--- config.mk ---
export PLATFORM = sky130hd
export DESIGN_NAME = mcbsp_dsp_cmd_top
export DESIGN_NICKNAME = d
export VERILOG_FILES = /design/src/common/mcbsp_pkg.sv /design/src/common/dsp_cmd_pkg.sv /design/src/verilog/mcbsp_frame_rx.sv /design/src/cmd/dsp_cmd_decode.sv /design/src/cmd/dsp_cmd_execute.sv /design/src/loop/loop_frame_tx.sv /design/src/verilog/mcbsp_dsp_cmd_top.sv
export SDC_FILE = /design/constraint.sdc
export NUM_CORES = 2
export LEC_CHECK = 0
export BUFFER_PORTS_ARGS = -buffer_cell sky130_fd_sc_hd__buf_4
export CORE_MARGIN = 4
export CORE_UTILIZATION = 45
export CTS_BUF_LIST = sky130_fd_sc_hd__clkbuf_4 sky130_fd_sc_hd__clkbuf_8
export DETAILED_ROUTE_END_ITERATION = 10
export HOLD_SLACK_MARGIN = 0.08
export PLACE_DENSITY = 0.68
export SYNTH_ARGS = -nofsm -noshare
export SYNTH_HDL_FRONTEND = slang
export SYNTH_HIERARCHICAL = 1
export SYNTH_SLANG_ARGS = --single-unit
--- constraint.sdc ---
create_clock -name mcbsp_slaver_clkx -period 5.2 [get_ports mcbsp_slaver_clkx]
set_input_delay 1.56 -clock mcbsp_slaver_clkx [delete_from_list [all_inputs] [get_ports mcbsp_slaver_clkx]]
set_output_delay 1.56 -clock mcbsp_slaver_clkx [all_outputs]
set_load 0.05 [all_outputs]
--- src/common/mcbsp_pkg.sv ---
package mcbsp_pkg;

  //////////////////////////////////////////////////
  // serial word framing

  localparam int word_w    = 32;
  localparam int bit_cnt_w = 5;   // one count per bit of a word

  typedef logic [word_w-1:0] word_t;

  //////////////////////////////////////////////////
  // loopback block

  localparam int loop_depth  = 128;  // words stored per sync
  localparam int loop_addr_w = 7;

  typedef logic [loop_addr_w-1:0] loop_addr_t;

endpackage

--- src/common/dsp_cmd_pkg.sv ---
package dsp_cmd_pkg;

  //////////////////////////////////////////////////
  // packet headers sent by the DSP

  localparam mcbsp_pkg::word_t hdr_mode = 32'h2222_dddd;  // work mode packet
  localparam mcbsp_pkg::word_t hdr_pa   = 32'h1111_eeee;  // power amplifier control
  localparam mcbsp_pkg::word_t hdr_sync = 32'h6666_9999;  // loopback sync

  // work mode
  typedef logic [3:0] work_mode_t;

  localparam work_mode_t mode_loop = 4'd1;

  //////////////////////////////////////////////////
  // decoder to executer opcodes

  typedef enum logic [1:0] {
    op_mode,
    op_pa,
    op_sync,
    op_data
  } cmd_op_e;

  typedef enum logic [1:0] {
    idle,
    mode_arg,
    pa_cfg,
    pa_para
  } dec_state_e;

  // wishbone write sequencer
  typedef enum logic [1:0] {
    wb_idle,
    wb_cfg,
    wb_gap,     // one idle cycle between the two writes
    wb_para
  } wb_state_e;

  // hardware port registers
  localparam logic [7:0] port_adr_cfg  = 8'h00;
  localparam logic [7:0] port_adr_para = 8'h01;

endpackage

--- src/verilog/mcbsp_frame_rx.sv ---
`timescale 1ns/10ps

module mcbsp_frame_rx (
  input  logic             mcbsp_slaver_clkx,
  input  logic             mcbsp_rst_in,
  input  logic             mcbsp_slaver_mosi,
  input  logic             mcbsp_slaver_fsx,
  output mcbsp_pkg::word_t rx_word,
  output logic             rx_valid
);

  logic                            rx_active;  // bits of the frame still coming
  logic [mcbsp_pkg::bit_cnt_w-1:0] bit_cnt;
  mcbsp_pkg::word_t                shift_q;

  //////////////////////////////////////////////////
  // frame control, armed by fsx

  always_ff @(posedge mcbsp_slaver_clkx or posedge mcbsp_rst_in) begin
    if (mcbsp_rst_in) begin
      rx_active <= 1'b0;
      bit_cnt   <= '0;
      rx_valid  <= 1'b0;
    end else begin
      rx_valid <= 1'b0;
      if (mcbsp_slaver_fsx) begin       // sync restarts the word
        rx_active <= 1'b1;
        bit_cnt   <= '0;
      end else if (rx_active) begin
        bit_cnt <= bit_cnt + 1'b1;
        if (&bit_cnt) begin             // 32nd bit taken
          rx_active <= 1'b0;
          rx_valid  <= 1'b1;
        end
      end
    end
  end

  // msb arrives first
  always_ff @(posedge mcbsp_slaver_clkx) begin
    if (rx_active && !mcbsp_slaver_fsx) begin
      shift_q <= {shift_q[mcbsp_pkg::word_w-2:0], mcbsp_slaver_mosi};
    end
  end

  // word stays put until the next frame starts shifting
  assign rx_word = shift_q;

endmodule

--- src/cmd/dsp_cmd_decode.sv ---
`timescale 1ns/10ps

module dsp_cmd_decode (
  input  logic                 mcbsp_slaver_clkx,
  input  logic                 mcbsp_rst_in,
  input  mcbsp_pkg::word_t     rx_word,
  input  logic                 rx_valid,
  output logic                 cmd_valid,
  output dsp_cmd_pkg::cmd_op_e cmd_op,
  output mcbsp_pkg::word_t     cmd_arg0,
  output mcbsp_pkg::word_t     cmd_arg1
);

  dsp_cmd_pkg::dec_state_e state;

  //////////////////////////////////////////////////
  // packet parser

  always_ff @(posedge mcbsp_slaver_clkx or posedge mcbsp_rst_in) begin
    if (mcbsp_rst_in) begin
      state     <= dsp_cmd_pkg::idle;
      cmd_valid <= 1'b0;
      cmd_op    <= dsp_cmd_pkg::op_data;
    end else begin
      cmd_valid <= 1'b0;
      if (rx_valid) begin
        case (state)
          dsp_cmd_pkg::idle: begin
            if (rx_word == dsp_cmd_pkg::hdr_mode) begin
              state <= dsp_cmd_pkg::mode_arg;
            end else if (rx_word == dsp_cmd_pkg::hdr_pa) begin
              state <= dsp_cmd_pkg::pa_cfg;
            end else if (rx_word == dsp_cmd_pkg::hdr_sync) begin
              cmd_valid <= 1'b1;
              cmd_op    <= dsp_cmd_pkg::op_sync;
            end else begin
              cmd_valid <= 1'b1;             // plain data word
              cmd_op    <= dsp_cmd_pkg::op_data;
            end
          end
          dsp_cmd_pkg::mode_arg: begin
            cmd_valid <= 1'b1;
            cmd_op    <= dsp_cmd_pkg::op_mode;
            state     <= dsp_cmd_pkg::idle;
          end
          dsp_cmd_pkg::pa_cfg: begin
            state <= dsp_cmd_pkg::pa_para;     // config held in arg0
          end
          dsp_cmd_pkg::pa_para: begin
            cmd_valid <= 1'b1;
            cmd_op    <= dsp_cmd_pkg::op_pa;
            state     <= dsp_cmd_pkg::idle;
          end
          default: state <= dsp_cmd_pkg::idle;
        endcase
      end
    end
  end

  // arguments
  // arg1 only takes the parameter word, arg0 keeps the config across it
  always_ff @(posedge mcbsp_slaver_clkx) begin
    if (rx_valid) begin
      if (state == dsp_cmd_pkg::pa_para) begin
        cmd_arg1 <= rx_word;
      end else begin
        cmd_arg0 <= rx_word;
      end
    end
  end

endmodule

--- src/cmd/dsp_cmd_execute.sv ---
`timescale 1ns/10ps

module dsp_cmd_execute (
  input  logic                    mcbsp_slaver_clkx,
  input  logic                    mcbsp_rst_in,
  input  logic                    cmd_valid,
  input  dsp_cmd_pkg::cmd_op_e    cmd_op,
  input  mcbsp_pkg::word_t        cmd_arg0,
  input  mcbsp_pkg::word_t        cmd_arg1,
  input  logic                    wb_ack,
  input  logic                    tx_busy,
  output dsp_cmd_pkg::work_mode_t work_mode,
  output logic                    work_mode_vld,
  output logic                    dsp_ctr_uart_en,
  output logic [63:0]             dsp_ctr_uart_data,
  output logic                    wb_cyc,
  output logic                    wb_stb,
  output logic                    wb_we,
  output logic [7:0]              wb_adr,
  output mcbsp_pkg::word_t        wb_dat,
  output logic                    loop_wr_en,
  output mcbsp_pkg::loop_addr_t   loop_wr_addr,
  output mcbsp_pkg::word_t        loop_wr_data,
  output logic                    loop_start
);

  dsp_cmd_pkg::wb_state_e wb_state;
  logic                   cap_on;     // storing loopback words
  mcbsp_pkg::loop_addr_t  cap_addr;
  logic                   pa_take;
  logic                   sync_take;
  logic                   data_take;

  // pa packet dropped while the port writes are still running
  assign pa_take   = cmd_valid && (cmd_op == dsp_cmd_pkg::op_pa) &&
                     (wb_state == dsp_cmd_pkg::wb_idle);
  assign sync_take = cmd_valid && (cmd_op == dsp_cmd_pkg::op_sync) &&
                     (work_mode == dsp_cmd_pkg::mode_loop) && !tx_busy && !cap_on;
  assign data_take = cmd_valid && (cmd_op == dsp_cmd_pkg::op_data) && cap_on;

  //////////////////////////////////////////////////
  // work mode and control word

  always_ff @(posedge mcbsp_slaver_clkx or posedge mcbsp_rst_in) begin
    if (mcbsp_rst_in) begin
      work_mode         <= '0;
      work_mode_vld     <= 1'b0;
      dsp_ctr_uart_en   <= 1'b0;
      dsp_ctr_uart_data <= '0;
    end else begin
      work_mode_vld   <= 1'b0;
      dsp_ctr_uart_en <= pa_take;
      if (cmd_valid && (cmd_op == dsp_cmd_pkg::op_mode)) begin
        work_mode     <= cmd_arg0[3:0];
        work_mode_vld <= 1'b1;
      end
      if (pa_take) dsp_ctr_uart_data <= {cmd_arg0, cmd_arg1};  // config high
    end
  end

  //////////////////////////////////////////////////
  // wishbone writes to the hardware port

  always_ff @(posedge mcbsp_slaver_clkx or posedge mcbsp_rst_in) begin
    if (mcbsp_rst_in) begin
      wb_state <= dsp_cmd_pkg::wb_idle;
    end else begin
      case (wb_state)
        dsp_cmd_pkg::wb_idle: if (pa_take) wb_state <= dsp_cmd_pkg::wb_cfg;
        dsp_cmd_pkg::wb_cfg:  if (wb_ack) wb_state <= dsp_cmd_pkg::wb_gap;
        dsp_cmd_pkg::wb_gap:  wb_state <= dsp_cmd_pkg::wb_para;
        dsp_cmd_pkg::wb_para: if (wb_ack) wb_state <= dsp_cmd_pkg::wb_idle;
        default:              wb_state <= dsp_cmd_pkg::wb_idle;
      endcase
    end
  end

  // bus held steady for the whole write state
  assign wb_cyc = (wb_state == dsp_cmd_pkg::wb_cfg) || (wb_state == dsp_cmd_pkg::wb_para);
  assign wb_stb = wb_cyc;
  assign wb_we  = wb_cyc;  // write only master
  assign wb_adr = (wb_state == dsp_cmd_pkg::wb_para) ? dsp_cmd_pkg::port_adr_para
                                                     : dsp_cmd_pkg::port_adr_cfg;
  assign wb_dat = (wb_state == dsp_cmd_pkg::wb_para) ? dsp_ctr_uart_data[31:0]
                                                     : dsp_ctr_uart_data[63:32];

  //////////////////////////////////////////////////
  // loopback capture

  always_ff @(posedge mcbsp_slaver_clkx or posedge mcbsp_rst_in) begin
    if (mcbsp_rst_in) begin
      cap_on     <= 1'b0;
      cap_addr   <= '0;
      loop_wr_en <= 1'b0;
      loop_start <= 1'b0;
    end else begin
      loop_wr_en <= data_take;
      loop_start <= loop_wr_en &&
                    (loop_wr_addr == mcbsp_pkg::loop_addr_t'(mcbsp_pkg::loop_depth - 1));
      if (sync_take) begin
        cap_on   <= 1'b1;
        cap_addr <= '0;
      end else if (data_take) begin
        cap_addr <= cap_addr + 1'b1;
        if (cap_addr == mcbsp_pkg::loop_addr_t'(mcbsp_pkg::loop_depth - 1)) begin
          cap_on <= 1'b0;  // block full
        end
      end
    end
  end

  always_ff @(posedge mcbsp_slaver_clkx) begin
    if (data_take) begin
      loop_wr_addr <= cap_addr;
      loop_wr_data <= cmd_arg0;
    end
  end

endmodule

--- src/loop/loop_frame_tx.sv ---
`timescale 1ns/10ps

module loop_frame_tx (
  input  logic                  mcbsp_slaver_clkx,
  input  logic                  mcbsp_rst_in,
  input  logic                  loop_wr_en,
  input  mcbsp_pkg::loop_addr_t loop_wr_addr,
  input  mcbsp_pkg::word_t      loop_wr_data,
  input  logic                  loop_start,
  output logic                  tx_busy,
  output logic                  mcbsp_master_fsr,
  output logic                  mcbsp_master_miso
);

  mcbsp_pkg::word_t      loop_mem [mcbsp_pkg::loop_depth];
  mcbsp_pkg::word_t      rd_word;
  mcbsp_pkg::word_t      shift_q;
  mcbsp_pkg::loop_addr_t rd_addr;
  logic [5:0]            frm_cnt;    // 0 is the fsr slot, 1..32 the bits
  logic                  last_word;  // final word is on the line

  //////////////////////////////////////////////////
  // loopback buffer

  always_ff @(posedge mcbsp_slaver_clkx) begin
    if (loop_wr_en) loop_mem[loop_wr_addr] <= loop_wr_data;
  end

  // registered read, ready by the fsr cycle
  always_ff @(posedge mcbsp_slaver_clkx) begin
    rd_word <= loop_mem[rd_addr];
  end

  //////////////////////////////////////////////////
  // word framing, 33 cycles per word

  always_ff @(posedge mcbsp_slaver_clkx or posedge mcbsp_rst_in) begin
    if (mcbsp_rst_in) begin
      tx_busy          <= 1'b0;
      rd_addr          <= '0;
      frm_cnt          <= '0;
      last_word        <= 1'b0;
      mcbsp_master_fsr <= 1'b0;
    end else begin
      mcbsp_master_fsr <= tx_busy && (frm_cnt == '0);
      if (loop_start) begin
        tx_busy   <= 1'b1;
        rd_addr   <= '0;
        frm_cnt   <= '0;
        last_word <= 1'b0;
      end else if (tx_busy) begin
        if (frm_cnt == 6'(mcbsp_pkg::word_w)) begin
          frm_cnt <= '0;
          if (last_word) begin
            tx_busy   <= 1'b0;  // all words sent
            last_word <= 1'b0;
          end
        end else begin
          frm_cnt <= frm_cnt + 1'b1;
        end
        if (frm_cnt == 6'd1) begin  // word loaded, move to the next
          rd_addr   <= rd_addr + 1'b1;
          last_word <= (rd_addr == mcbsp_pkg::loop_addr_t'(mcbsp_pkg::loop_depth - 1));
        end
      end
    end
  end

  // serializer, msb first
  always_ff @(posedge mcbsp_slaver_clkx or posedge mcbsp_rst_in) begin
    if (mcbsp_rst_in) begin
      shift_q <= '0;
    end else if (tx_busy && (frm_cnt == 6'd1)) begin
      shift_q <= rd_word;
    end else if (tx_busy) begin
      shift_q <= shift_q << 1;
    end else begin
      shift_q <= '0;  // line idles low
    end
  end

  assign mcbsp_master_miso = shift_q[mcbsp_pkg::word_w-1];

endmodule

--- src/verilog/mcbsp_dsp_cmd_top.sv ---
`timescale 1ns/10ps

module mcbsp_dsp_cmd_top (
  input  logic                    mcbsp_slaver_clkx,
  input  logic                    mcbsp_rst_in,
  input  logic                    mcbsp_slaver_mosi,
  input  logic                    mcbsp_slaver_fsx,
  input  logic                    wb_ack,
  output logic                    mcbsp_master_fsr,
  output logic                    mcbsp_master_miso,
  output dsp_cmd_pkg::work_mode_t work_mode,
  output logic                    work_mode_vld,
  output logic                    dsp_ctr_uart_en,
  output logic [63:0]             dsp_ctr_uart_data,
  output logic                    wb_cyc,
  output logic                    wb_stb,
  output logic                    wb_we,
  output logic [7:0]              wb_adr,
  output mcbsp_pkg::word_t        wb_dat
);

  // receiver to decoder
  mcbsp_pkg::word_t      rx_word;
  logic                  rx_valid;

  // decoder to executer
  logic                  cmd_valid;
  dsp_cmd_pkg::cmd_op_e  cmd_op;
  mcbsp_pkg::word_t      cmd_arg0;
  mcbsp_pkg::word_t      cmd_arg1;

  // loopback path
  logic                  loop_wr_en;
  mcbsp_pkg::loop_addr_t loop_wr_addr;
  mcbsp_pkg::word_t      loop_wr_data;
  logic                  loop_start;
  logic                  tx_busy;

  mcbsp_frame_rx u_frame_rx (
    .mcbsp_slaver_clkx (mcbsp_slaver_clkx),
    .mcbsp_rst_in      (mcbsp_rst_in),
    .mcbsp_slaver_mosi (mcbsp_slaver_mosi),
    .mcbsp_slaver_fsx  (mcbsp_slaver_fsx),
    .rx_word           (rx_word),
    .rx_valid          (rx_valid)
  );

  dsp_cmd_decode u_cmd_decode (
    .mcbsp_slaver_clkx (mcbsp_slaver_clkx),
    .mcbsp_rst_in      (mcbsp_rst_in),
    .rx_word           (rx_word),
    .rx_valid          (rx_valid),
    .cmd_valid         (cmd_valid),
    .cmd_op            (cmd_op),
    .cmd_arg0          (cmd_arg0),
    .cmd_arg1          (cmd_arg1)
  );

  dsp_cmd_execute u_cmd_execute (
    .mcbsp_slaver_clkx (mcbsp_slaver_clkx),
    .mcbsp_rst_in      (mcbsp_rst_in),
    .cmd_valid         (cmd_valid),
    .cmd_op            (cmd_op),
    .cmd_arg0          (cmd_arg0),
    .cmd_arg1          (cmd_arg1),
    .wb_ack            (wb_ack),
    .tx_busy           (tx_busy),
    .work_mode         (work_mode),
    .work_mode_vld     (work_mode_vld),
    .dsp_ctr_uart_en   (dsp_ctr_uart_en),
    .dsp_ctr_uart_data (dsp_ctr_uart_data),
    .wb_cyc            (wb_cyc),
    .wb_stb            (wb_stb),
    .wb_we             (wb_we),
    .wb_adr            (wb_adr),
    .wb_dat            (wb_dat),
    .loop_wr_en        (loop_wr_en),
    .loop_wr_addr      (loop_wr_addr),
    .loop_wr_data      (loop_wr_data),
    .loop_start        (loop_start)
  );

  loop_frame_tx u_loop_tx (
    .mcbsp_slaver_clkx (mcbsp_slaver_clkx),
    .mcbsp_rst_in      (mcbsp_rst_in),
    .loop_wr_en        (loop_wr_en),
    .loop_wr_addr      (loop_wr_addr),
    .loop_wr_data      (loop_wr_data),
    .loop_start        (loop_start),
    .tx_busy           (tx_busy),
    .mcbsp_master_fsr  (mcbsp_master_fsr),
    .mcbsp_master_miso (mcbsp_master_miso)
  );

endmodule

==> metrics.txt <==
post-route minimum period=4560 ps; final setup TNS=0 ps; CTS root buf=clkbuf_8; routing usage on met3=0.0561; clock buffer depth=4; antenna viol nets, final=0; flop2flop setup slack=approximately 770 ps; final hold vios=0; row cnt=roughly 220; post-layout util=0.513; Worst Setup SP=u_cmd_execute/wb_state[1]$_DFFE_PP0P_; CP max FO=34; pin count of the biggest net entering global routing=roughly 130; Min-Delay Path Class=input port to asynchronous set/reset pin; # hold bufs at CTS=0; Worst-Margin Slew=around 1700 ps; violated checks=capacitance limit, slew limit; CP Cell Sequence=ha_2 -> mux2_2 -> buf_4; Synth Area in Adders=0.000892; WL per Instance=about 33 um; Critical Path AT=around 3000 ps; gpl congestion=0.904; Final setup viols=0; cell count after synthesis=about 7900; gr ovfl total=0; met2 Track Usage GR=0.363; post-CTS sizing=0; initial antenna violation count=29; die width=around 620 um; placed cells=between 10000 and 15000; First DRT Iteration DRCs=12600; crit start category=flip-flop; final wirelength=around 460000 um; Main synth FF type=edfxtp_1; Leak=~60 nW; r2r endpoint=u_loop_tx/rd_word[14]$_DFF_P_; Final Max Slew Viols=7; Layout fillers=28600; XOR/XNOR Fraction of Synth Area=0.000520; area share of the largest cell type after synthesis=0.754; Slew HR=-0.142; Buffers on Ports=roughly 110; number of flops mapped to enable cells by yosys=~4200; Compound-Gate Fraction of Synth Area=0.0355; layout net count=just under 9000; clock-pin slew on the worst setup and hold paths=roughly 70 ps; synthesis-stage register bit count=between 4000 and 5000; vias post-DR=between 80000 and 90000; die area=roughly 380000 um^2; Via density=6.17; vias in the first global route=87500; # IOs=120; DRC Markers=0; largest family of logic cells by synthesized area=multiplexers; die height=approximately 620 um; Max IR drop VDD=about 0.41 mV; Non-Filler Instances=about 14000; Critical Path Sink Type=output port; Worst path slowest cell=ha_2; synth warn=6; Critical Path Sink=wb_dat[16]; htree depth=6; sequential element share of the synthesized area=0.779; Crit Path Class=flip-flop to output port; Crit path max-delay family=adder cells; worst skew pair latency=around 1300 ps; RSZ-0062 raised after global routing=no; r2r startpoint=u_loop_tx/rd_addr[0]$_DFFE_PP0P_; clk_skew=a little over 100 ps; fin area=191000 um^2; most common library cell in the layout ignoring fill and taps=edfxtp_1; area of placed instances=between 150000 and 200000 um^2; CTS Buf Count=slightly below 700; Cell variety after synth=93; Post-DP HPWL=approximately 270000 um; CTS tree=built; layout cells sized above 1=0.293; P&R area growth vs syn=13.5%; most frequent cells in the layout=edfxtp_1 (4231), mux4_2 (783), clkbuf_8 (699); Max Clk Rate=between 200 and 250 MHz; met1 usage=0.331; Syn Area/Cell=approximately 21 um^2; Area contributors post-synth=edfxtp_1 (75%), mux4_2 (10%), mux2i_1 (3.4%), dfrtp_1 (2.1%), a22oi_1 (0.98%); Max-cap violations=3; fraction of the mapped netlist area in simple logic gates=0.0208; core area=between 300000 and 400000 um^2; Async S/R FF share, synth=0.0322; post-CTS setup buffers=0; GRT Resource Usage Total=0.238; Min Hold Slack=between 300 and 400 ps; drt pass-1 iters=6; global route hottest layer=met2; Pwr per Cell Area=350 nW/um^2; Req. time, crit path=3640 ps; reg2reg path depth=10; synthesized area=approximately 170000 um^2; status=finished, violations left; proportion of synthesized area in mux cells=0.146; Sink Count=roughly 4400; CP Depth=3; Synth area leader=edfxtp_1; Initial Util=0.452; worst path bufs/invs=1; first-pass GRT wire length=655000 um; crit-path max cell delay=780 ps; final period utilization=0.877
## routing by layer
| metal | vias up | share of wire | routed length (um) |
|---|---|---|---|
| met3 | 936 | 0.12 | 55600 |
| li1 | 34700 | - | - |
| met5 | - | 0.00012 | 55 |
| met1 | 46200 | 0.37 | 172000 |
| met4 | 8 | 0.047 | 21700 |
| met2 | 5882 | 0.46 | 213000 |
## per-stage QoR
| step | setup slack, ps | total power, W |
|---|---|---|
| 2_1_floorplan | 1510 | 0.0394 |
| 3_3_place_gp | 860 | 0.0394 |
| 3_5_place_dp | 856 | 0.0394 |
| 4_1_cts | 486 | 0.0674 |
| 5_1_grt | 463 | 0.0692 |
| 6_report | 639 | 0.0670 |
## flip-flops by register name, summed over array words and instances, names as in the netlist, 2 cells and up
name,flops
u_loop_tx/rd_addr,7
u_loop_tx/frm_cnt,6
u_cmd_execute/wb_state,2
u_cmd_execute/work_mode,4
u_cmd_decode/state,2
u_cmd_execute/dsp_ctr_uart_data,64
u_cmd_execute/loop_wr_data,32
u_cmd_execute/cap_addr,7
u_cmd_decode/cmd_op,2
u_loop_tx/shift_q,32
u_frame_rx/rx_word,32
u_cmd_decode/cmd_arg1,32
u_frame_rx/bit_cnt,5
u_cmd_execute/loop_wr_addr,7
u_cmd_decode/cmd_arg0,32
u_loop_tx/rd_word,32
u_loop_tx/loop_mem,4096
## how the worst min path moves through the flow
stage,startpoint,endpoint,cells past startpoint
floorplan,u_loop_tx/rd_word[10]$_DFF_P_,u_loop_tx/shift_q[10]$_DFF_PP0_,2
global placement,u_loop_tx/rd_word[4]$_DFF_P_,u_loop_tx/shift_q[4]$_DFF_PP0_,2
detailed placement,u_loop_tx/rd_word[10]$_DFF_P_,u_loop_tx/shift_q[10]$_DFF_PP0_,2
CTS,mcbsp_rst_in,u_cmd_decode/state[1]$_DFFE_PP0P_,2
global route,mcbsp_rst_in,u_cmd_decode/state[1]$_DFFE_PP0P_,2
finish,mcbsp_rst_in,u_cmd_decode/state[1]$_DFFE_PP0P_,2
## cells in the mapped netlist, drive strengths merged (19+ instances only)
cell type and number:
edfxtp 4231, mux4 783, mux2i 567, buf 319
nand2 280, a22oi 219, a21oi 158, nor2 158
clkbuf 141, dfrtp 140, mux2 118, a211oi 74
nand3 63, o22ai 55, a22o 54, o221ai 53
nor2b 50, and3 42, dfxtp 32, a21boi 31
nor3 30, nand4 22, o21ai 21, o31ai 21
nor4 19
## layout make-up
cell class	instances	area, um^2	share of cell area
sequential	4405	131000	0.687
multi-input combinational	3052	35500	0.186
clock buffer	931	11400	0.0594
tap	4972	6220	0.0325
timing repair buffer	548	4840	0.0253
clock inverter	287	1910	0.00997
inverter	17	73.8	0.000386
antenna	14	35.0	0.000183
## report_power, final
| group | internal (W) | leakage (nW) | switching, W | total, W |
|---|---|---|---|---|
| Sequential | 0.0383 | 40.2 | 0.0000331 | 0.0384 |
| Combinational | 0.000107 | 12.6 | 0.000221 | 0.000328 |
| Clock | 0.0148 | 6.99 | 0.0134 | 0.0283 |
| Total | 0.0533 | 59.8 | 0.0137 | 0.0670 |
## cell families after synthesis
group                    Yosys count
AO/OA/AOI/OAI                    828
XOR/XNOR                          10
adder cells (fa/ha/maj)           12
buffers and inverters            477
flip-flops                      4405
multiplexers                    1468
other                              1
AND/OR/NAND/NOR                  727
(Power assumes the default switching activity.)
